--- src/design/fetch_queue.sv ---
`timescale 1ns/1ps

module fetch_queue #(
    parameter int fq_depth = 8
) (
    input  logic        clk,
    input  logic        rst,
    input  logic        fetch_req,
    input  logic [31:0] pc,
    input  logic        fetch_take,
    output logic        fetch_valid,
    output logic [31:0] fetch_pc,
    output logic        fq_full
);

    localparam int pw = $clog2(fq_depth);

    logic [pw-1:0] head;
    logic [pw-1:0] tail;
    logic [pw:0]   count;
    logic [31:0]   pc_q [fq_depth];
    logic          push;
    logic          pop;

    assign fq_full     = count == (pw + 1)'(fq_depth);
    assign fetch_valid = count != '0;
    assign fetch_pc    = pc_q[head];

    assign push = fetch_req && !fq_full; // dropped when full.
    assign pop  = fetch_take && fetch_valid;

    always_ff @(posedge clk) begin
        if (!rst) begin
            head  <= '0;
            tail  <= '0;
            count <= '0;
        end else begin
            if (push) begin
                tail <= tail + 1'b1;
            end
            if (pop) begin
                head <= head + 1'b1;
            end
            case ({push, pop})
                2'b10:   count <= count + 1'b1;
                2'b01:   count <= count - 1'b1;
                default: count <= count;
            endcase
        end
    end

    always_ff @(posedge clk) begin
        if (push) begin
            pc_q[tail] <= pc;
        end
    end

    a_no_push_full: assert property (@(posedge clk) disable iff (!rst)
        fetch_req |-> !fq_full);

endmodule

--- config.mk ---
export PLATFORM = sky130hd
export DESIGN_NAME = fetch_queue
export DESIGN_NICKNAME = d
export VERILOG_FILES = /design/src/design/fetch_queue.sv
export SDC_FILE = /design/constraint.sdc
export NUM_CORES = 1
export LEC_CHECK = 0
export BUFFER_PORTS_ARGS = -buffer_cell sky130_fd_sc_hd__buf_4
export CAP_MARGIN = 5
export CORE_ASPECT_RATIO = 1.2
export CORE_MARGIN = 2
export CORE_UTILIZATION = 40
export CTS_CLUSTER_SIZE = 25
export DETAILED_ROUTE_END_ITERATION = 6
export HOLD_SLACK_MARGIN = 0.06
export PLACE_DENSITY = 0.65
export SLEW_MARGIN = 0
export SYNTH_ARGS = -nofsm -noshare
export SYNTH_HDL_FRONTEND = slang
export SYNTH_SLANG_ARGS = --single-unit
--- constraint.sdc ---
create_clock -name clk -period 4.5 [get_ports clk]
set_input_delay 0.45 -clock clk [delete_from_list [all_inputs] [get_ports clk]]
set_output_delay 0.45 -clock clk [all_outputs]
set_load 0.1 [all_outputs]
# Word-level counts from Yosys, hierarchy flattened
# Memory sizes are Yosys's and may differ from the RTL's. A register that Yosys moved wholly into a read port is not among the register bits.
# Cells that the tools add are included.
# totals
regBits,10
mem_bits_rw,256
output_inout_bits,34
word_cells,21
n_memories,1
# op_classes
add_sub_neg,4
n_eq_ne,3
mux,5
n_reduce_logical,5
# memory_table
name,words,word_bits,read_ports,rd_clocked_by_memory_dff,write_ports,line,text
pc_q,8,32,1,1,1,21,logic [31:0] pc_q [fq_depth];
# op_table
cell,count
one-hot mux 4 bit (2 select lines),1
"adder 3 x 1 -> 3 bit, second input constant",2
two-way mux 3 bit,2
"adder 4 x 1 -> 4 bit, second input constant",1
"== test 4 bit, second input constant",1
nonzero test 4 bit,1
"subtractor 4 x 1 -> 4 bit, second input constant",1
"== test 2 x 1 -> 1 bit, second input constant",1
"== test 2 bit, second input constant",1
logical AND 1 bit,2
two-way mux 1 bit,2
nonzero test 2 bit,1
zero test 1 bit,1

# Longest topological paths before layout
# logic_depth
ltp_word,5
mapped_depth,10
ltp_nobuf,10

# Least setup slack after synthesis
# No wires, ideal clock.
# synth_timing
kind,register to register
startpoint,reg count[1]
endpoint,"mem pc_q[0][0], enable pin"
setup_time_ns,0.461
arrival_time_ns,3.217
path_slack_ns,0.822
stages_incl_launch_ff,5
period_less_slack_ns,3.678
path_cell_list,dfxtp_1 > or4b_4 > nand2_1 > or2_2 > nor3_1
# synth_between
elab_chain_cells,5
# synth_rtl
element,line,text
from (decl),20,logic [pw:0] count;
from (signal assigned),45,2'b10: count <= count + 1'b1;
from (signal assigned),46,2'b01: count <= count - 1'b1;
from (signal assigned),47,default: count <= count;
== test 4 bit,25,assign fq_full = count == (pw + 1)'(fq_depth);
zero test 1 bit,29,assign push = fetch_req && !fq_full;
logical AND 1 bit,29,
two-way mux 1 bit,53,if (push) begin
two-way mux 1 bit (not written as such),54,pc_q[tail] <= pc;
to (decl),21,
# Every way passes these cells.

==> flow_metrics.tcl <==
set metrics [dict create \
    end_kind "output pin" \
    finalSetupTns_ns 0 \
    relSlewSlack_pct 29.5 \
    area_delta_synth_final_pct 16.5 \
    synth_area_leaders "edfxtp_1 (74%), mux4_1 (10%), mux4_2 (5.2%)" \
    crit_chain "buf_4, mux4_1, mux2_2, buf_4" \
    maxCapViolCount 0 \
    ctsHoldBuffers 0 \
    fin_worst_skew_ns 0.0224 \
    min_path_type "input pin to register" \
    p_per_area_nw_per_um2 599 \
    max_freq_mhz 292 \
    grt_usage_pct 14.2 \
    maxSlewViolCount 0 \
    hpwl_um 11300 \
    grt_pass1_wl_um 28900 \
    coreArea_um2 25600 \
    die_w_um 152 \
    drt_pass1_iterations 4 \
    path_class "register to output pin" \
    placed_cells 836 \
    antenna_found_initial 0 \
    synth_area_um2 10400 \
    critPathSlowestCell "dfxtp_4" \
    worst_pin_slew_ns 1.06 \
    route.detailed.drc 0 \
    crit_fanout 51 \
    avgSynthCellArea_um2 23.5 \
    ant_nets 0 \
    syn_nets 486 \
    cpMostUsedCell "buf_4" \
    drive_above_1_share_pct 33.7 \
    vdd_drop_max_v 0.000391 \
    synth_seq_cells 269 \
    post_cts_buffers 0 \
    fin_cells 879 \
    cts_tree "built" \
    htreeDepth 1 \
    grt_overflow 0 \
    vias 4617 \
    clk_path_buf_depth 3 \
    finalSetupViolCount 0 \
    crit_path_max_incr_delay_ns 0.97 \
    grt_setup_unrepaired "false" \
    critPathArrivalTime_ns 2.97 \
    io_buffers 69 \
    cts_resized 0 \
    die_height_um 181 \
    pin_count 70 \
    clk_pin_slew_worst_paths_ns 0.06 \
    synth_largest_area_cell "edfxtp_1" \
    post-route-period-util_pct 76.0 \
    gp_congestion 0.692 \
    drt_wl_total_um 19400 \
    antenna_cells 0 \
    routed_via_density 5.25 \
    clkSinkCount 269 \
    leakage_uw 0.00395 \
    period_needed_ns 3.42 \
    yosysSeqAreaShare_pct 76.1 \
    synth_warnings 0 \
    dieArea_um2 27400 \
    hold_viol_final 0 \
    root_buffer "clkbuf_16" \
    grt_max_degree 52 \
    drt-initial-drc-count 357 \
    cp-start-kind "register" \
    clk_latency_ns 0.52 \
    synth.distinct_cells 32 \
    netlist.area_leader.share_pct 73.6 \
    crit_required_ns 4.05 \
    nets 574 \
    outcome "finished clean" \
    numCtsBuffers 25 \
    synth_cells 445 \
    routedWlPerCell_um 22.1 \
    initial_utilization_pct 40.8 \
    grt_pass1_vias 4835 \
    core.rowCount 64 \
]
-- cells by family after synthesis --
group / share of synthesized area [%]
compound gates: 0.551
xor+xnor: 0.503
flops: 76.1
simple gates: 1.89
mux: 19.0
fa+ha+maj: 0.599
buf+inv: 1.37
-- cells in the final DEF, fill, tap and decap left out, drive strengths merged --
cell type / n
o21ai: 1
nor2b: 1
nand3: 5
nor3: 3
ha: 5
xnor2: 4
mux2: 33
or3: 1
mux4: 64
nor4b: 1
mux2i: 2
xor2: 2
bufinv: 2
clkinv: 7
or4: 1
nand2b: 3
a41oi: 1
nor2: 6
a21boi: 4
a21oi: 1
buf: 81
dfxtp: 13
inv: 3
or4b: 1
clkinvlp: 2
or2: 1
nand2: 8
clkbuf: 31
and2: 5
edfxtp: 256
o41ai: 1
-- critical path: cells and delay by family, from the launching register on --
| kind | cells | cell delay (ns) |
|---|---|---|
| buf+inv | 2 | 0.58 |
| flops | 1 | 0.97 |
| mux | 2 | 0.87 |
-- stage by stage --
stage / setup slack, ns / hold slack (ns) / power (uW) / util (%) / instance area, um2
finish: 1.08 / 0.162 / 7290 / 47.5 / 12200
floorplan: 0.822 / 0.450 / 4950 / - / 10400
detailed placement: 1.63 / 0.489 / 5410 / 44.5 / 11400
global placement: 1.64 / 0.471 / 5370 / 44.5 / 11400
CTS: 1.04 / 0.150 / 7370 / 47.5 / 12200
global route: 0.913 / 0.149 / 7570 / 47.5 / 12200
-- cell type report --
cell class,instances,area [um2]
Clock inverter,12,114
Fill cell,2099,13500
Tap cell,330,413
Multi-Input combinational cell,154,2410
Sequential cell,269,7950
Clock buffer,31,648
Inverter,2,7.51
Timing Repair Buffer,81,621
-- power breakdown --
part	switching, uW	total [uW]	internal [uW]
Sequential	168	3070	2900
Clock	830	1960	1130
Combinational	1520	2260	746
-- metal layers --
metal	wire (um)	part of all wire (%)	GRT usage, %
met1	7720	40	18.5
met2	10500	54	25.3
met3	961	4.9	2.12
met4	259	1.3	3.11
met5	0	0	0
-- path summary, 6_finish.rpt --
check	from	slack [ns]	endpoint	cells after the start
setup / recovery	register	1.08	fetch_pc[20]	4
hold / removal	pc[26]	0.16	pc_q[3][26]$_DFFE_PP_	1
setup reg to reg	count[1]$_SDFFE_PN0P_	1.90	pc_q[2][3]$_DFFE_PP_	5
hold reg to reg	count[3]$_SDFFE_PN0P_	0.50	count[3]$_SDFFE_PN0P_	2
-- sequential cells by signal, summed over array words and instances, names as in the netlist, named ones only --
register  cells
count         4
head          3
pc_q        256
tail          3
-- synthesized netlist by cell type --
master,count
xnor2_1,4
mux2i_1,2
nor2_1,6
o41ai_1,1
o21ai_0,1
a21boi_0,4
dfxtp_1,13
nor4b_1,1
nand2_2,1
nand2_1,7
buf_6,7
or4_4,1
and2_1,5
a41oi_1,1
mux2_2,33
inv_1,2
mux4_2,24
nor3_1,3
buf_2,6
clkbuf_1,5
mux4_1,40
a21oi_1,1
edfxtp_1,256
nand3_1,5
xor2_1,2
nand2b_1,3
or2_2,1
or4b_4,1
or3_1,1
nor2b_1,1
buf_1,2
ha_1,5
Power figures use the tool's default switching activity.
