File: src/common/mem_pkg.sv
package mem_pkg;

    // reorder buffer size is fixed by the core.
    parameter int tag_w = 3;

    typedef logic [tag_w-1:0] tag_t;

    typedef enum logic [2:0] {
        lb,
        lh,
        lw,
        lbu,
        lhu,
        sb,
        sh,
        sw
    } mem_op_e;

    // dispatch request into the load/store buffer.
    typedef struct packed {
        mem_op_e     op;
        tag_t        tag;
        logic [31:0] addr;
        logic [31:0] data; // store value.
    } lsb_req_t;

    // one unit of work for the sequencer.
    typedef struct packed {
        mem_op_e     op;
        tag_t        tag;
        logic [31:0] addr;
        logic [31:0] data;
        logic        is_fetch;
    } mem_job_t;

    typedef struct packed {
        tag_t        tag;
        logic [31:0] value; // already extended.
    } lsb_result_t;

    typedef struct packed {
        logic [31:0] pc;
        logic [31:0] insn;
    } fetch_out_t;

endpackage
File: src/design/mem_sequencer/mem_sequencer.sv
`timescale 1ns/1ps

module mem_sequencer (
    input  logic                  clk,
    input  logic                  rst,
    input  logic                  stall,
    input  logic                  job_valid,
    input  mem_pkg::mem_job_t     job,
    output logic                  job_take,
    input  logic                  fetch_valid,
    input  logic [31:0]           fetch_pc,
    output logic                  fetch_take,
    output logic [31:0]           ram_addr,
    output logic                  ram_we,
    output logic [7:0]            ram_wdata,
    input  logic [7:0]            ram_rdata,
    output logic                  result_valid,
    output mem_pkg::lsb_result_t  result,
    output logic                  store_done,
    output mem_pkg::tag_t         store_tag,
    output logic                  insn_valid,
    output mem_pkg::fetch_out_t   insn
);

    typedef enum logic [1:0] {
        idle,
        issue,
        drain,
        finish
    } seq_state_e;

    seq_state_e        state;
    mem_pkg::mem_job_t cur_q;
    mem_pkg::mem_job_t fetch_job;
    logic [1:0]        cnt;
    logic [3:0][7:0]   word_q; // little-endian byte lanes.
    logic [1:0]        last_idx;
    logic              is_store;

    // index of the last byte of an access.
    function automatic logic [1:0] last_byte(mem_pkg::mem_op_e op);
        case (op)
            mem_pkg::lb, mem_pkg::lbu, mem_pkg::sb: return 2'd0;
            mem_pkg::lh, mem_pkg::lhu, mem_pkg::sh: return 2'd1;
            default:                                return 2'd3;
        endcase
    endfunction

    function automatic logic [31:0] extend(mem_pkg::mem_op_e op, logic [31:0] w);
        case (op)
            mem_pkg::lb:  return {{24{w[7]}}, w[7:0]};
            mem_pkg::lbu: return {24'h0, w[7:0]};
            mem_pkg::lh:  return {{16{w[15]}}, w[15:0]};
            mem_pkg::lhu: return {16'h0, w[15:0]};
            default:      return w;
        endcase
    endfunction

    assign last_idx = last_byte(cur_q.op);
    assign is_store = cur_q.op inside {mem_pkg::sb, mem_pkg::sh, mem_pkg::sw};

    // committed buffer work beats fetch.
    assign job_take   = (state == idle) && !stall && job_valid;
    assign fetch_take = (state == idle) && !stall && !job_valid && fetch_valid;

    always_comb begin
        fetch_job.op       = mem_pkg::lw;
        fetch_job.tag      = '0;
        fetch_job.addr     = fetch_pc;
        fetch_job.data     = '0;
        fetch_job.is_fetch = 1'b1;
    end

    always_ff @(posedge clk) begin
        if (!rst) begin
            state <= idle;
            cnt   <= '0;
        end else begin
            case (state)
                idle: begin
                    if (job_take || fetch_take) begin
                        state <= issue;
                        cnt   <= '0;
                    end
                end
                issue: begin
                    if (cnt == last_idx) begin
                        state <= is_store ? finish : drain; // stores skip the read drain.
                    end else begin
                        cnt <= cnt + 2'd1;
                    end
                end
                drain:   state <= finish;
                default: state <= idle;
            endcase
        end
    end

    always_ff @(posedge clk) begin
        if (job_take) begin
            cur_q <= job;
        end else if (fetch_take) begin
            cur_q <= fetch_job;
        end
        // read data lags its address by one cycle.
        if (state == issue && cnt != 2'd0) begin
            word_q[cnt - 2'd1] <= ram_rdata;
        end
        if (state == drain) begin
            word_q[cnt] <= ram_rdata;
        end
    end

    assign ram_addr  = cur_q.addr + {30'd0, cnt};
    assign ram_we    = (state == issue) && is_store;
    assign ram_wdata = cur_q.data[{cnt, 3'b000} +: 8];

    assign result_valid = (state == finish) && !cur_q.is_fetch && !is_store;
    assign result.tag   = cur_q.tag;
    assign result.value = extend(cur_q.op, word_q);

    assign store_done = (state == finish) && is_store;
    assign store_tag  = cur_q.tag;

    assign insn_valid = (state == finish) && cur_q.is_fetch;
    assign insn.pc    = cur_q.addr;
    assign insn.insn  = word_q;

    // a taken load or fetch writes no byte in its issue cycles.
    a_we_store_only: assert property (@(posedge clk) disable iff (!rst)
        (fetch_take
            || (job_take && !(job.op inside {mem_pkg::sb, mem_pkg::sh, mem_pkg::sw})))
        |=> !ram_we ##1 !ram_we ##1 !ram_we ##1 !ram_we);

endmodule

File: config.mk
export PLATFORM = sky130hd
export DESIGN_NAME = mem_sequencer
export DESIGN_NICKNAME = d
export VERILOG_FILES = /design/src/common/mem_pkg.sv /design/src/design/mem_sequencer/mem_sequencer.sv
export SDC_FILE = /design/constraint.sdc
export NUM_CORES = 1
export LEC_CHECK = 0
export ABC_AREA = 1
export BUFFER_PORTS_ARGS = -buffer_cell sky130_fd_sc_hd__buf_2
export CORE_MARGIN = 5
export CORE_UTILIZATION = 45
export DETAILED_ROUTE_END_ITERATION = 12
export PLACE_DENSITY = 0.84
export SLEW_MARGIN = 20
export SYNTH_ARGS = -nofsm -noshare
export SYNTH_HDL_FRONTEND = slang
export SYNTH_SLANG_ARGS = --single-unit
File: constraint.sdc
create_clock -name clk -period 6.3 [get_ports clk]
set_clock_uncertainty 0.15 [all_clocks]
set_input_delay 0.315 -clock clk [delete_from_list [all_inputs] [get_ports clk]]
set_output_delay 0.315 -clock clk [all_outputs]
set_load 0.005 [all_outputs]
* Word-level counts from Yosys, hierarchy flattened *
Cells that the tools add are included.

cells by class
  reductions and logical operators = 27
  $lt $le $gt $ge = 4
  shifts and indexed selects = 1
  mux-type cells = 19
  $add $sub $neg = 3
  equal/unequal tests = 13

operators by type and width
  operator              count
  $mux W71              2
  $pmux W32 S4          1
  $bwmux W32            2
  $mux W32              2
  $add A32 B2 Y32       1
  $demux W8 S2          2
  $shiftx A32 B6 Y8     1
  $mux W8               2
  $eq A3 B3 Y1 const B  4
  $logic_and A1 B1 Y1   12
  $mux W2               4
  $pmux W2 S2           2
  $lt A2 B3 Y1 const B  2
  $pmux W2 S3           1
  $reduce_bool A2 Y1    3
  $reduce_or A3 Y1      2
  $eq A2 B2 Y1 const B  2
  $ge A2 B1 Y1 const B  2
  $logic_not A1 Y1      4
  $ne A2 B2 Y1 const B  2
  $eq A3 B1 Y1 const B  1
  $eq A3 B2 Y1 const B  1
  $logic_not A3 Y1      1
  $reduce_and A3 Y1     1
  other kinds (10)      10

word-level totals
  register bits = 107
  word-level logic and storage cells = 78
  output and inout port bits = 148

* Longest topological paths before layout *
  depth after elaboration = 9
  mapped depth = 13

* Least setup slack after synthesis *
Ideal clock, no wire load.

  kind = register -> register
  start = register state[0]
  end = register cur_q[0] in the netlist's numbering (enable)
  arrival = 2.524 ns
  slack = 2.888 ns
  clock period less this slack = 3.412 ns
  library setup time = 0.738 ns
  cell stages (with the launch flop) = 7
  cells stage by stage = dfxtp_1 -> inv_1 -> ha_1 -> nand3_1 -> clkbuf_1 -> clkbuf_1 -> nand2_1

between the ends
  word-level cells in the longest chain between the ends = 5

ends and longest elaborated chain
  what                                   RTL line                                  text
  start: declaration                     mem_sequencer.sv:32                       seq_state_e state;
  start signal: assignment               mem_sequencer.sv:76                       state <= idle;
  start signal: assignment               mem_sequencer.sv:82                       state <= issue;
  start signal: assignment               mem_sequencer.sv:88                       state <= is_store ? finish : drain;
  $logic_not A2 Y1 *                     mem_sequencer.sv:63, mem_sequencer.sv:64
  $logic_and A1 B1 Y1 *                  mem_sequencer.sv:63, mem_sequencer.sv:64
  $logic_and A1 B1 Y1 (2 in a row)       mem_sequencer.sv:64                       assign fetch_take = (state == idle) && !stall && !job_valid && fetch_valid;
  $reduce_bool A2 Y1 (no source line) *  n/a
  end signal: assignment                 mem_sequencer.sv:101                      cur_q <= job;
  end signal: assignment                 mem_sequencer.sv:103                      cur_q <= fetch_job;
  end: declaration                       mem_sequencer.sv:33                       mem_pkg::mem_job_t cur_q;

Mark *: on every way between the ends. The rest lies on a longest branch, timed or not.
A chain may end at the register's enable or synchronous reset.

* Worst setup path in the final report *
  start = register cnt[0]
  end = output port ram_addr[30]

between the ends
  word-level cells in the longest chain between the ends = 1

ends and longest elaborated chain
  what                      RTL line              text
  start: declaration        mem_sequencer.sv:35   logic [1:0] cnt;
  start signal: assignment  mem_sequencer.sv:90   cnt <= cnt + 2'd1;
  $add A32 B2 Y32           mem_sequencer.sv:114  assign ram_addr = cur_q.addr + {30'd0, cnt};
  end: declaration          mem_sequencer.sv:13   output logic [31:0] ram_addr,

Every way passes these cells.

==> results.toml <==
[clock_tree]
post-cts-setup-buffers = 0
cts.clk_slew.worst_paths_ps = 70
clockRootBuffer = "sky130_fd_sc_hd__clkbuf_16"
numCtsBuffers = 9
cts_hold_buf = 0
cts.repair.resized = 0
htreeDepth = 3
cts-root-to-sink-buffers = 2
tritoncts_clock_tree = "done"
clk_latency_ps = 340
cts.sink_count = 107

[sta]
timing.fmax_ghz = 0.2871
final.hold.worst_slack_ps = 81.33
min_period_over_period = 0.5529
max_slew_headroom = 0.2914
maxSlewViolCount = 0
max_slew.worst_pin.slew_ps = 1062
hold_viol_final = 0
finalSetupViolCount = 0
fin_setup_tns_ps = 0
fin_crit_ps = 3483
grt_setup_unrepaired = "false"

[hold_path]
worst_hold_path_type = "input pin to flip-flop"
min_delay_path_depth = 2

[synth]
synthTopCellsByCount = "sky130_fd_sc_hd__nand2_1 (177), sky130_fd_sc_hd__inv_1 (85), sky130_fd_sc_hd__nor2_1 (80)"
synthesis.instances = 712
synthTopCellsByArea = "sky130_fd_sc_hd__edfxtp_1 (36%), sky130_fd_sc_hd__dfxtp_1 (12%), sky130_fd_sc_hd__nand2_1 (11%), sky130_fd_sc_hd__buf_4 (5.8%), sky130_fd_sc_hd__inv_1 (5.3%)"
most_common_cell_in_the_netlist = "sky130_fd_sc_hd__nand2_1"
yosysWarnings = 0
synth-seq-area-share = 0.4764
synth.top_cell.area_share = 0.3560
synth_largest_area_cell = "sky130_fd_sc_hd__edfxtp_1"
ys.flop_type = "sky130_fd_sc_hd__edfxtp_1"
synth_cell_type_count = 42
postSynthAreaPerCell_sq_um = 8.410
synth-seq-cells = 107
syn_area_sq_um = 5988
synth_edf_count = 71
async_reset_ff_frac = 0
syn-num-nets = 843

[cells_and_area]
final.fill_count = 1207
final_area_sq_um = 7403
diodes = 0
post_route_cells_drive_above_1_share = 0.3481
final_net_count = 1051
seqCellArea_sq_um = 2853
syn2layout_area_growth_pct = 23.63
multi_input_gate_area_in_the_final_layout_sq_um = 2372

[route]
detail-route-antenna-nets = 0
avgViaCountPerCell = 4.760
drt_pass1_iterations = 5
remaining_drc_errors = 0
routed_wire_length_mm = 16.35
num_vias = 5241
wl_cell_um = 14.85
drt_first_iter_violations = 308

[global_route]
grt_first_pass_wirelength_mm = 25.32
largest_net_degree_at_the_start_of_global_routing = 75
grt.total_usage = 0.2014
grt_antenna_before_repair = 0
vias_in_the_first_global_route = 5036
globalRoute.totalOverflow = 0

[placed_design]
postPlaceCellArea_sq_um = 7111
post-dp-hpwl_mm = 13.14
place_congestion = 0.9396
port_buffers = 263

[power]
max_vdd_drop_mv = 0.2846
power-per-cell-area_nw_per_um2 = 408.3
power.static_leakage_nw = 3.705

[floorplanning]
die_width_um = 125.4
core_sq_um = 13140
start_util = 0.4558
placement_rows = 42
die_area_sq_um = 15710
top_level_ports = 264
chipHeight_um = 125.4

[critical_path]
cp.required_ps = 5830
reg2regPathDepth = 6
timing.critical_path.to_type = "primary output"
startpoint_type = "flip-flop"
timing_worst_setup_path_type = "flip-flop to primary output"
critical_path.max_fanout = 24
worstPathArrival_ps = 3020

[job]
cap_viol_max_count = 0

[outcome]
run_status = "finished, final reports clean"
-- where the power goes --
part           internal, mW  switching, mW
combinational         0.519          0.733
clock                 0.308          0.246
sequential             1.03          0.181
-- path summary, 6_finish.rpt --
kind                               start           end  slack, ps
worst max register to register    cnt[0]      insn[15]       3060
worst min register to register  insn[18]      insn[18]        340
worst max-delay path              cnt[0]  ram_addr[30]       2820
worst min-delay path              job[0]      cur_q[0]         80
-- logic make-up after synthesis --
kind of cell	synth area share
AO/OA/AOI/OAI	0.07292
AND/OR/NAND/NOR	0.2296
XOR/XNOR	0.04388
flip-flops	0.4764
adder cells (fa/ha/maj)	0.03260
multiplexers	0.01504
buffers and inverters	0.1295
-- registers in the layout (all words and copies together), names as in the netlist --
register and cells:
cur_q 36, state 2, insn 64, cnt 2, store_tag 3
-- worst max-delay path, cell delays in order, from the launching register on --
cell	delay (ps)
sky130_fd_sc_hd__dfxtp_1	830
sky130_fd_sc_hd__ha_1	300
sky130_fd_sc_hd__inv_1	60
sky130_fd_sc_hd__fa_1	470
sky130_fd_sc_hd__nor2_4	170
sky130_fd_sc_hd__nand2_2	100
sky130_fd_sc_hd__nor2_4	130
sky130_fd_sc_hd__nand3_2	110
sky130_fd_sc_hd__inv_2	80
sky130_fd_sc_hd__nand2_2	60
sky130_fd_sc_hd__nor2_2	90
sky130_fd_sc_hd__xor2_1	140
sky130_fd_sc_hd__buf_2	130
-- placed cells by master (no fill, tap or decap), types with 2 or more instances in the layout --
master and instances:
sky130_fd_sc_hd__nor3_1 7, sky130_fd_sc_hd__nand3_1 10, sky130_fd_sc_hd__nand2_1 176, sky130_fd_sc_hd__clkinv_1 2
sky130_fd_sc_hd__ha_1 14, sky130_fd_sc_hd__nand4_1 6, sky130_fd_sc_hd__a22o_1 2, sky130_fd_sc_hd__nand2_2 8
sky130_fd_sc_hd__inv_1 85, sky130_fd_sc_hd__nor2_2 4, sky130_fd_sc_hd__o22ai_1 8, sky130_fd_sc_hd__xnor2_1 10
sky130_fd_sc_hd__clkbuf_16 9, sky130_fd_sc_hd__nor3_2 4, sky130_fd_sc_hd__nor4_1 2, sky130_fd_sc_hd__xor2_1 20
sky130_fd_sc_hd__o21ai_0 62, sky130_fd_sc_hd__or2_2 3, sky130_fd_sc_hd__dfxtp_1 36, sky130_fd_sc_hd__nor2_1 80
sky130_fd_sc_hd__edfxtp_1 71, sky130_fd_sc_hd__nor2_4 5, sky130_fd_sc_hd__buf_2 263, sky130_fd_sc_hd__mux2_2 8
sky130_fd_sc_hd__inv_2 5, sky130_fd_sc_hd__nand3_2 3, sky130_fd_sc_hd__a21oi_1 2
-- stage by stage --
stage / std cells / util / power [mW] / setup slack [ps]
floorplan: 712 / - / 1.989 / 2888
detailed placement: 1085 / 0.5412 / 2.498 / 3076
global route: 1101 / 0.5635 / 3.247 / 2580
CTS: 1101 / 0.5635 / 3.057 / 2776
finish: 1101 / 0.5635 / 3.023 / 2817
global placement: 1085 / 0.5412 / 2.470 / 3153
-- final cells by class --
class / instances / area share
clock buffer: 10 / 0.03093
clock inverter: 6 / 0.008619
inverter: 91 / 0.04614
multi-input combinational: 447 / 0.3204
sequential: 107 / 0.3853
tap: 176 / 0.02974
timing repair buffer: 264 / 0.1788
-- per-layer routing --
| layer | global-route usage | wire, um | vias to the layer above | share of wire |
|---|---|---|---|---|
| li1 | - | - | 2641 | - |
| met1 | 0.2553 | 6904 | 2392 | 0.42 |
| met2 | 0.3489 | 8149 | 195 | 0.50 |
| met3 | 0.04648 | 1050 | 13 | 0.064 |
| met4 | 0.05102 | 241 | 0 | 0.015 |
| met5 | 0 | 0 | - | 0 |
Note: power is estimated with default switching activity, not from simulation.
