File: src/common/mem_pkg.sv
package mem_pkg;

    // reorder buffer size is fixed by the core.
    parameter int tag_w = 3;

    typedef logic [tag_w-1:0] tag_t;

    typedef enum logic [2:0] {
        lb,
        lh,
        lw,
        lbu,
        lhu,
        sb,
        sh,
        sw
    } mem_op_e;

    // dispatch request into the load/store buffer.
    typedef struct packed {
        mem_op_e     op;
        tag_t        tag;
        logic [31:0] addr;
        logic [31:0] data; // store value.
    } lsb_req_t;

    // one unit of work for the sequencer.
    typedef struct packed {
        mem_op_e     op;
        tag_t        tag;
        logic [31:0] addr;
        logic [31:0] data;
        logic        is_fetch;
    } mem_job_t;

    typedef struct packed {
        tag_t        tag;
        logic [31:0] value; // already extended.
    } lsb_result_t;

    typedef struct packed {
        logic [31:0] pc;
        logic [31:0] insn;
    } fetch_out_t;

endpackage
File: src/design/lsb/load_store_buffer.sv
`timescale 1ns/1ps

module load_store_buffer (
    input  logic                 clk,
    input  logic                 rst,
    input  logic                 req_valid,
    input  mem_pkg::lsb_req_t    req,
    input  logic                 commit_valid,
    input  mem_pkg::tag_t        commit_tag,
    input  logic                 job_take,
    output logic                 job_valid,
    output mem_pkg::mem_job_t    job
);

    localparam int slots = 1 << mem_pkg::tag_w;

    logic [slots-1:0] busy;
    logic [slots-1:0] committed;
    mem_pkg::mem_op_e op_q [slots];
    logic [31:0]      addr_q [slots];
    logic [31:0]      data_q [slots];
    mem_pkg::tag_t    sel_tag;

    // lowest committed slot wins.
    always_comb begin
        sel_tag = '0;
        for (int i = slots - 1; i >= 0; i--) begin
            if (busy[i] && committed[i]) begin
                sel_tag = mem_pkg::tag_t'(i);
            end
        end
    end

    assign job_valid = |(busy & committed);

    always_comb begin
        job.op       = op_q[sel_tag];
        job.tag      = sel_tag;
        job.addr     = addr_q[sel_tag];
        job.data     = data_q[sel_tag];
        job.is_fetch = 1'b0;
    end

    always_ff @(posedge clk) begin
        if (!rst) begin
            busy      <= '0;
            committed <= '0;
        end else begin
            if (job_take) begin
                busy[sel_tag]      <= 1'b0; // slot freed on take.
                committed[sel_tag] <= 1'b0;
            end
            if (commit_valid) begin
                committed[commit_tag] <= 1'b1;
            end
            if (req_valid) begin
                busy[req.tag]      <= 1'b1;
                committed[req.tag] <= 1'b0;
            end
        end
    end

    always_ff @(posedge clk) begin
        if (req_valid) begin
            op_q[req.tag]   <= req.op;
            addr_q[req.tag] <= req.addr;
            data_q[req.tag] <= req.data;
        end
    end

    // rob must not reuse a tag before its memory op completes.
    a_dispatch_free: assert property (@(posedge clk) disable iff (!rst)
        req_valid |-> !busy[req.tag]);

    // commit only for a dispatched, not yet committed tag.
    a_commit_busy: assert property (@(posedge clk) disable iff (!rst)
        commit_valid |-> busy[commit_tag] && !committed[commit_tag]);

endmodule

File: config.mk
export PLATFORM = sky130hd
export DESIGN_NAME = load_store_buffer
export DESIGN_NICKNAME = d
export VERILOG_FILES = /design/src/common/mem_pkg.sv /design/src/design/lsb/load_store_buffer.sv
export SDC_FILE = /design/constraint.sdc
export NUM_CORES = 1
export LEC_CHECK = 0
export BUFFER_PORTS_ARGS = -buffer_cell sky130_fd_sc_hd__buf_2
export CORE_UTILIZATION = 38
export DETAILED_ROUTE_END_ITERATION = 8
export SLEW_MARGIN = 40
export SYNTH_ARGS = -nofsm -noshare
export SYNTH_HDL_FRONTEND = slang
export SYNTH_SLANG_ARGS = --single-unit
export TNS_END_PERCENT = 50
File: constraint.sdc
create_clock -name clk -period 9.2 [get_ports clk]
set_clock_uncertainty 0.05 [all_clocks]
set_input_delay 1.84 -clock clk [delete_from_list [all_inputs] [get_ports clk]]
set_output_delay 1.84 -clock clk [all_outputs]
set_load 0.02 [all_outputs]
### After elaboration in Yosys (flattened, before gate mapping)

Memories as Yosys holds them, arrays and structs flattened.
Index checks and enable logic that the tools add are counted.

| cells by class | value |
|---|---|
| mux-type cells | 24 |
| order comparisons | 6 |
| reductions and logical operators | 12 |
| bitwise operators | 8 |

Operators by type and width:

| operator | number |
|---|---|
| 8-bit 2-to-1 mux | 8 |
| 8-bit bitwise AND | 4 |
| 3-bit 2-to-1 mux | 8 |
| 8-bit NOT | 2 |
| 8-bit OR | 2 |
| 3-bit by 4-bit less-than comparator with 1-bit output (second input constant) | 3 |
| 1-bit logical AND | 11 |
| 1-bit demux with 3-bit select | 3 |
| 3-bit by 1-bit >= comparator with 1-bit output (second input constant) | 3 |
| 8-bit OR reduction | 1 |
| 1-bit 2-to-1 mux | 5 |

| word-level totals | value |
|---|---|
| word-level logic and storage cells | 55 |
| input bits | 78 |
| memories | 3 |
| RAM bits | 536 |
| flip-flop bits (word level) | 16 |
| output and inout port bits | 72 |

Memory list:

| memory | words | bits a word | rd ports | clocked after Yosys merged registers in | wr ports | line | source |
|---|---|---|---|---|---|---|---|
| addr_q | 8 | 32 | 1 | 0 | 1 | load_store_buffer.sv:20 | `logic [31:0] addr_q [slots];` |
| data_q | 8 | 32 | 1 | 0 | 1 | load_store_buffer.sv:21 | `logic [31:0] data_q [slots];` |
| op_q | 8 | 3 | 1 | 0 | 1 | load_store_buffer.sv:19 | `mem_pkg::mem_op_e op_q [slots];` |

### Depth between registers and ports, before layout

Gate-level depths: netlist of the first run.

| logic depth | value |
|---|---|
| depth in word-level cells | 22 |
| mapped depth | 9 |
| gate-level depth less buffers | 7 |

### Least setup slack after synthesis of the first run

OpenSTA, ideal clock, no wires.

| timing path | value |
|---|---|
| path type | input to register |
| start | in req[64] (netlist bit) |
| end | mem addr_q[0][0], enable pin |
| data required time | 8.570 ns |
| stages | 2 |
| data arrival time | 6.612 ns |
| setup time | 0.580 ns |
| path buffers | 0 |
| slack | 1.958 ns |
| cells stage by stage | nand2b_1 -> nor3_1 |

RTL lines:

| item | line | source |
|---|---|---|
| from (decl) | load_store_buffer.sv:7 | `input mem_pkg::lsb_req_t req,` |
| to (decl) | load_store_buffer.sv:20 |  |

Straight into the memory's write port.

==> run metrics, run 1 <==
status=finished clean; RSZ-0062 raised after global routing=false; number of clock sinks=552; Crit Path Class=flop to primary output; Starting Density=0.385; layout cells sized above 1=0.143; Remaining Overflow, GRT=0; hold slack=about 0.44 ns; ANT nets after route=0; max-cap violations=0; I/O Buffers=about 150; Root Driver=clkbuf_16; worst path cell trace=a222oi_1 -> a22oi_4 -> inv_12 -> buf_16 -> buf_6 -> nand2_1 -> a21oi_1 -> or4_1 -> buf_2; Final GP Congestion=a little under 0.8; Sw Share=0.210; Critical Path AT=approximately 4.0 ns; Seq/Total Area, Yosys=0.776; routed length per placed instance=20.4 µm; Tmin final=around 5.9 ns; main area contributors after synthesis=edfxtp_1 76%, nand2_1 9.8%, a21oi_1 6.6%; Pre-antenna DRT Iters=6; placed cells=roughly 2400; clock network power share=0.412; required time worst endpoint=roughly 7.3 ns; Synth Area in Compound Gates=0.0745; largest family of logic cells by synthesized area=simple AND/OR/NAND/NOR gates; CTS clk-pin slew, worst paths=roughly 0.060 ns; Comb pwr share=0.038; Commonest cells post-synth=550 x nand2_1, 536 x edfxtp_1, 278 x a21oi_1; Peak VDD IR=roughly 0.00016 V; FF+latch count, synth=about 550; initial antenna violation count=8; post-synthesis xor/xnor area fraction=0; synthesized area per cell=13.2 µm²; post-DR vias/cell=approximately 5.2; count leader, synth=nand2_1; Yosys cell types=29; Worst Max-Slew Pin Slew=0.789 ns; Slew Viols, Final=0; first-pass GRT wire length=a little under 80000 µm; Synth top area share=0.761; P per Cell Area=between 200 and 250 nW/µm²; number of flops mapped to enable cells by yosys=around 540; core box area=55000 µm²; Syn Std Cell Area=21100 µm²; vias=13100; Global Route Usage Sum=0.182; Mapped Cells=1606; Static Leakage=around 8.6 nW; Max Root-Sink Buffers=3; TritonCTS clock tree=built; Adder-Cell Fraction of Synth Area=0; setup bufs post-CTS=0; die area=between 50000 and 60000 µm²; die height=between 200 and 250 µm; Ys Warns=0; final net count=between 1500 and 2000; CP max stage cell=buf_6; Row Count=86; net switching power=1.09 mW; Syn Nets=roughly 1700; Post-Synth Simple-Gate Area=0.130; # IOs=150; maximum net fanout on the critical path=approximately 130; multiplexer share of the synthesized area=0; vias in the first global route=around 13000; die width=around 240 µm; Synth Flop Type=edfxtp_1; Pint=slightly above 4 mW; routed wire length=51900 µm; Clk Latency, worst-skew pair=just over 0.6 ns; Synth async-reset ratio=0; Setup TNS=0 ns; Yosys top cell by area=edfxtp_1; hpwl dp=between 20000 and 30000 µm; Area Overhead vs Synth=15.7%; cts hold-fix bufs=0; Final Hold Vio Count=0; pin count of the biggest net entering global routing=183; H-tree depth=2; Slew Limit Headroom=0.474; Remaining DRCs=0; CTS buffer count=56; CTS resizes=0; fin cells=approximately 2500; final critical-path share of the clock period=0.638; Slowest Stage Delay on Critical Path=between 0.6 and 0.7 ns; f_max=around 170 MHz; power share of the sequential group=0.550; count of final setup violators=0; crit path capture type=primary output; Worst setup SP type=flop; 1st-iter DRT viols=slightly above 1000; HP Class=flop to flop
-- metal layers --
metal  wire length (µm)  up-vias  share of wire  track usage
met5                 72        -         0.0014            0
met4               1110       12          0.021       0.0491
met3               3460       99          0.067       0.0410
met2              24900      405           0.48        0.299
met1              22400     6502           0.43        0.244
li1                   -     6091              -            -
-- cells in the final DEF, fill, tap and decap left out, types with 6 or more instances in the layout --
cell / netlist / routed
nand2_1: 550 / 550
edfxtp_1: 536 / 536
a21oi_1: 278 / 277
buf_2: 11 / 148
or4_1: 67 / 67
clkbuf_16: 0 / 57
dfxtp_1: 16 / 16
clkbuf_1: 72 / 16
clkinv_1: 0 / 14
buf_4: 1 / 14
clkinv_2: 0 / 10
nor2b_1: 8 / 7
buf_6: 0 / 7
nand3_1: 6 / 6
a22oi_1: 6 / 6
-- critical path: cells and delay by family, from the launching register on --
family          cells  cell delay (ns)
compound gates      3             0.91
simple gates        2             0.35
buf+inv             4             1.45
flops               1             0.33
-- worst paths after layout --
check / cells past startpoint / start / end / slack (ns)
setup reg to reg: 7 / committed[2] / committed[4] / 6.44
hold / removal: 2 / busy[6] / busy[6] / 0.44
setup / recovery: 9 / busy[4] / job[22] / 3.33
hold reg to reg: 2 / busy[6] / busy[6] / 0.44
-- stage by stage --
| step | util | total power [mW] | setup slack, ns | instance area, µm² |
|---|---|---|---|---|
| 2_1_floorplan | - | 3.01 | 1.96 | 21100 |
| 3_3_place_gp | 0.412 | 3.11 | 3.93 | 22700 |
| 3_5_place_dp | 0.413 | 3.11 | 4.24 | 22700 |
| 4_1_cts | 0.444 | 5.26 | 3.57 | 24400 |
| 5_1_grt | 0.445 | 5.37 | 3.19 | 24500 |
| 6_report | 0.445 | 5.20 | 3.33 | 24500 |
-- sequential cells by signal (all words and copies together), names as in the netlist --
register   cells
addr_q       256
busy           8
committed      8
data_q       256
op_q          24
-- cell type report --
| class | count | area (µm²) |
|---|---|---|
| fillers | 5030 | 30500 |
| flip-flops and latches | 552 | 16400 |
| multi-input cells | 953 | 4370 |
| clock buffers | 73 | 1490 |
| repair buffers | 170 | 952 |
| well taps | 748 | 936 |
| clock inverters | 30 | 228 |
| inverters | 10 | 61.3 |
| diodes | 3 | 7.51 |
-- logic make-up (layout without fill, tap and decap cells) --
| group | after synthesis | after routing |
|---|---|---|
| buf+inv | 101 | 283 |
| simple gates | 650 | 650 |
| compound gates | 302 | 302 |
| flops | 552 | 552 |
| other cells | 1 | 4 |
-- power by group through the flow --
| stage | clock network, mW | registers (mW) | logic, mW |
|---|---|---|---|
| final | 2.15 | 2.86 | 0.197 |
| after global routing | 2.29 | 2.87 | 0.216 |
| after CTS | 2.19 | 2.86 | 0.200 |
| after detailed placement | 0 | 2.91 | 0.200 |
| after global placement | 0 | 2.91 | 0.195 |
| after floorplan | 0 | 2.91 | 0.0972 |
Power figures use the tool's default switching activity.
==> inputs of run 2 (changes only) <==
Settings changed: ABC_AREA set to 1.
Clock period 9.2 ns to 5 ns, I/O delays scaled along.
==> run metrics, run 2 <==
hpwl dp=31700 µm (+22%); TritonCTS clock tree=built; Area Overhead vs Synth=14.5%; setup bufs post-CTS=0 (unchanged); Peak VDD IR=0.000282 V (+81%); Slew Viols, Final=0 (unchanged); Starting Density=0.387 (+0.00259); Synth top area share=0.654 (-0.107); number of flops mapped to enable cells by yosys=536 (unchanged); min-delay src=busy[7]; Worst setup SP type=flop; Synth async-reset ratio=0 (unchanged); routed wire length=58800 µm (+13%); count of final setup violators=0 (unchanged); Slew Limit Headroom=0.440 (-0.0341); FF+latch count, synth=552 (unchanged); first-pass GRT wire length=91800 µm (+18%); Crit Path Class=flop to primary output; layout cells sized above 1=0.107 (-0.0358); Clk Latency, worst-skew pair=0.60 ns (about the same); Global Route Usage Sum=0.179 (-0.00290); main area contributors after synthesis=edfxtp_1 65%, nand3_1 11%, inv_1 11%; Seq/Total Area, Yosys=0.667 (-0.109); Worst Max-Slew Pin Slew=0.840 ns (+0.0511 ns); count leader, synth=inv_1; vias in the first global route=16400 (+28%); 1st-iter DRT viols=1055 (+2.8%); cts hold-fix bufs=0 (unchanged); final core utilization=0.443 (-0.00160); Mapped Cells=2479 (+54%); Remaining Overflow, GRT=0 (unchanged); H-tree depth=2 (unchanged); Root Driver=clkbuf_16; pin count of the biggest net entering global routing=182 (-0.55%); Max Root-Sink Buffers=3 (unchanged); die height=256 µm (+7.8%); Setup TNS=0 ns (unchanged); R2R Setup Slk=2.50 ns (-3.94 ns); Critical Path AT=3.27 ns (-0.71 ns); crit path capture type=primary output; Final GP Congestion=0.739 (-5.3%); Static Leakage=12.8 nW (+49%); Hold Path Stages=2 (unchanged); ANT nets after route=0 (unchanged); core box area=63500 µm² (+16%); Hold Path End=busy[7]; maximum net fanout on the critical path=104 (-18%); P per Cell Area=352 nW/µm² (+66%); Worst R2R Start=committed[7]; I/O Buffers=148 (unchanged); initial antenna violation count=11 (+3); top flop regs=addr_q: 256 flops, data_q: 256 flops, op_q: 24 flops; RSZ-0062 raised after global routing=false; CTS buffer count=57 (+1.8%); die area=65800 µm² (+16%); Yosys cell types=22 (-24%); number of clock sinks=552 (unchanged); routed length per placed instance=16.8 µm (-18%); synthesized area per cell=9.92 µm² (-25%); Commonest cells post-synth=691 x inv_1, 540 x nand3_1, 536 x edfxtp_1; # IOs=150 (unchanged); post-DR vias/cell=4.69 (-9.2%); Reg2Reg Depth=13 (+6); Fill cells=5955 (+18%); Syn Nets=2557 (+52%); Syn Std Cell Area=24600 µm² (+16%); status=finished clean; HP Class=flop to flop; Synth Flop Type=edfxtp_1; Tmin final=4.32 ns; Row Count=92 (+7.0%); Remaining DRCs=0 (unchanged); vias=16400 (+25%); commonest non-fill, non-tap cell in the layout=inv_1; Final Hold Vio Count=0 (unchanged); most frequent cells in the layout=691 x inv_1, 540 x nand3_1, 536 x edfxtp_1; final critical-path share of the clock period=0.863; Pre-antenna DRT Iters=5 (-1); CTS resizes=0 (unchanged); reg2reg end=busy[1]; Ys Warns=0 (unchanged); CTS clk-pin slew, worst paths=0.06 ns (about the same); die width=256 µm (+7.8%); required time worst endpoint=3.95 ns (-3.36 ns); final net count=2678 (+47%); f_max=between 200 and 250 MHz; Yosys top cell by area=edfxtp_1; max-cap violations=0 (unchanged)
-- run 2: worst max path at each step --
stage / from / to / cells past startpoint
floorplan: req_valid / busy[0] / 6
global placement: committed[7] / job[68] / 15
detailed placement: committed[7] / job[68] / 15
CTS: committed[7] / job[68] / 15
global route: committed[7] / job[68] / 16
finish: committed[7] / job[68] / 16
-- run 2: cell type report --
| cell class | instances | area, µm² | area share |
|---|---|---|---|
| inverter | 695 | 2610 | 0.0926 |
| clock buffer | 71 | 1480 | 0.0525 |
| sequential | 552 | 16400 | 0.583 |
| timing repair buffer | 183 | 1220 | 0.0434 |
| tap | 846 | 1060 | 0.0376 |
| clock inverter | 34 | 343 | 0.0122 |
| multi-input combinational | 1111 | 5020 | 0.178 |
| antenna | 4 | 10.0 | 0.000355 |
-- run 2: per-layer routing --
metal / GRT usage / share of wire / vias up
li1: - / - / 8052
met1: 0.230 / 0.44 / 7854
met2: 0.313 / 0.49 / 375
met3: 0.0301 / 0.050 / 104
met4: 0.0493 / 0.021 / 12
met5: 0 / 0.0011 / -
-- run 2: through the flow --
| step | instance area [µm²] | setup slack, ns | hold WS, ns | instances | total power, mW |
|---|---|---|---|---|---|
| 3_3_place_gp | 26200 | 1.29 | 0.398 | 3383 | 5.81 |
| 4_1_cts | 28100 | 0.629 | 0.414 | 3491 | 10.0 |
| 2_1_floorplan | 24600 | 0.432 | 0.387 | 2479 | 5.62 |
| 3_5_place_dp | 26300 | 1.31 | 0.404 | 3386 | 5.83 |
| 6_report | 28200 | 0.683 | 0.413 | 3496 | 9.92 |
| 5_1_grt | 28200 | 0.387 | 0.429 | 3496 | 10.2 |
-- run 2: worst max-delay path: stages (launching register included) --
cell,delay (ns)
dfxtp_1,0.34
nand2_1,0.10
inv_2,0.05
nand2_1,0.04
nand2_1,0.05
nand2_1,0.05
nand2_1,0.05
nand2_1,0.08
nand2_4,0.38
buf_12,0.45
buf_16,0.35
nand3_1,0.12
nand3_1,0.11
nand2_1,0.06
inv_1,0.10
nand2_1,0.11
buf_2,0.18
-- run 2: kinds of logic (layout without fill, tap and decap cells) --
kind of cell,count (synthesis),after routing,synth area share
simple gates,1093,1093,0.197
compound gates,17,17,0.00392
other cells,1,5,0.000152
buf+inv,816,983,0.132
flops,552,552,0.667
-- run 2: where the power goes --
part           switching, mW  internal, mW
Clock                   1.74          2.45
Combinational          0.338         0.130
Sequential            0.0333          5.23
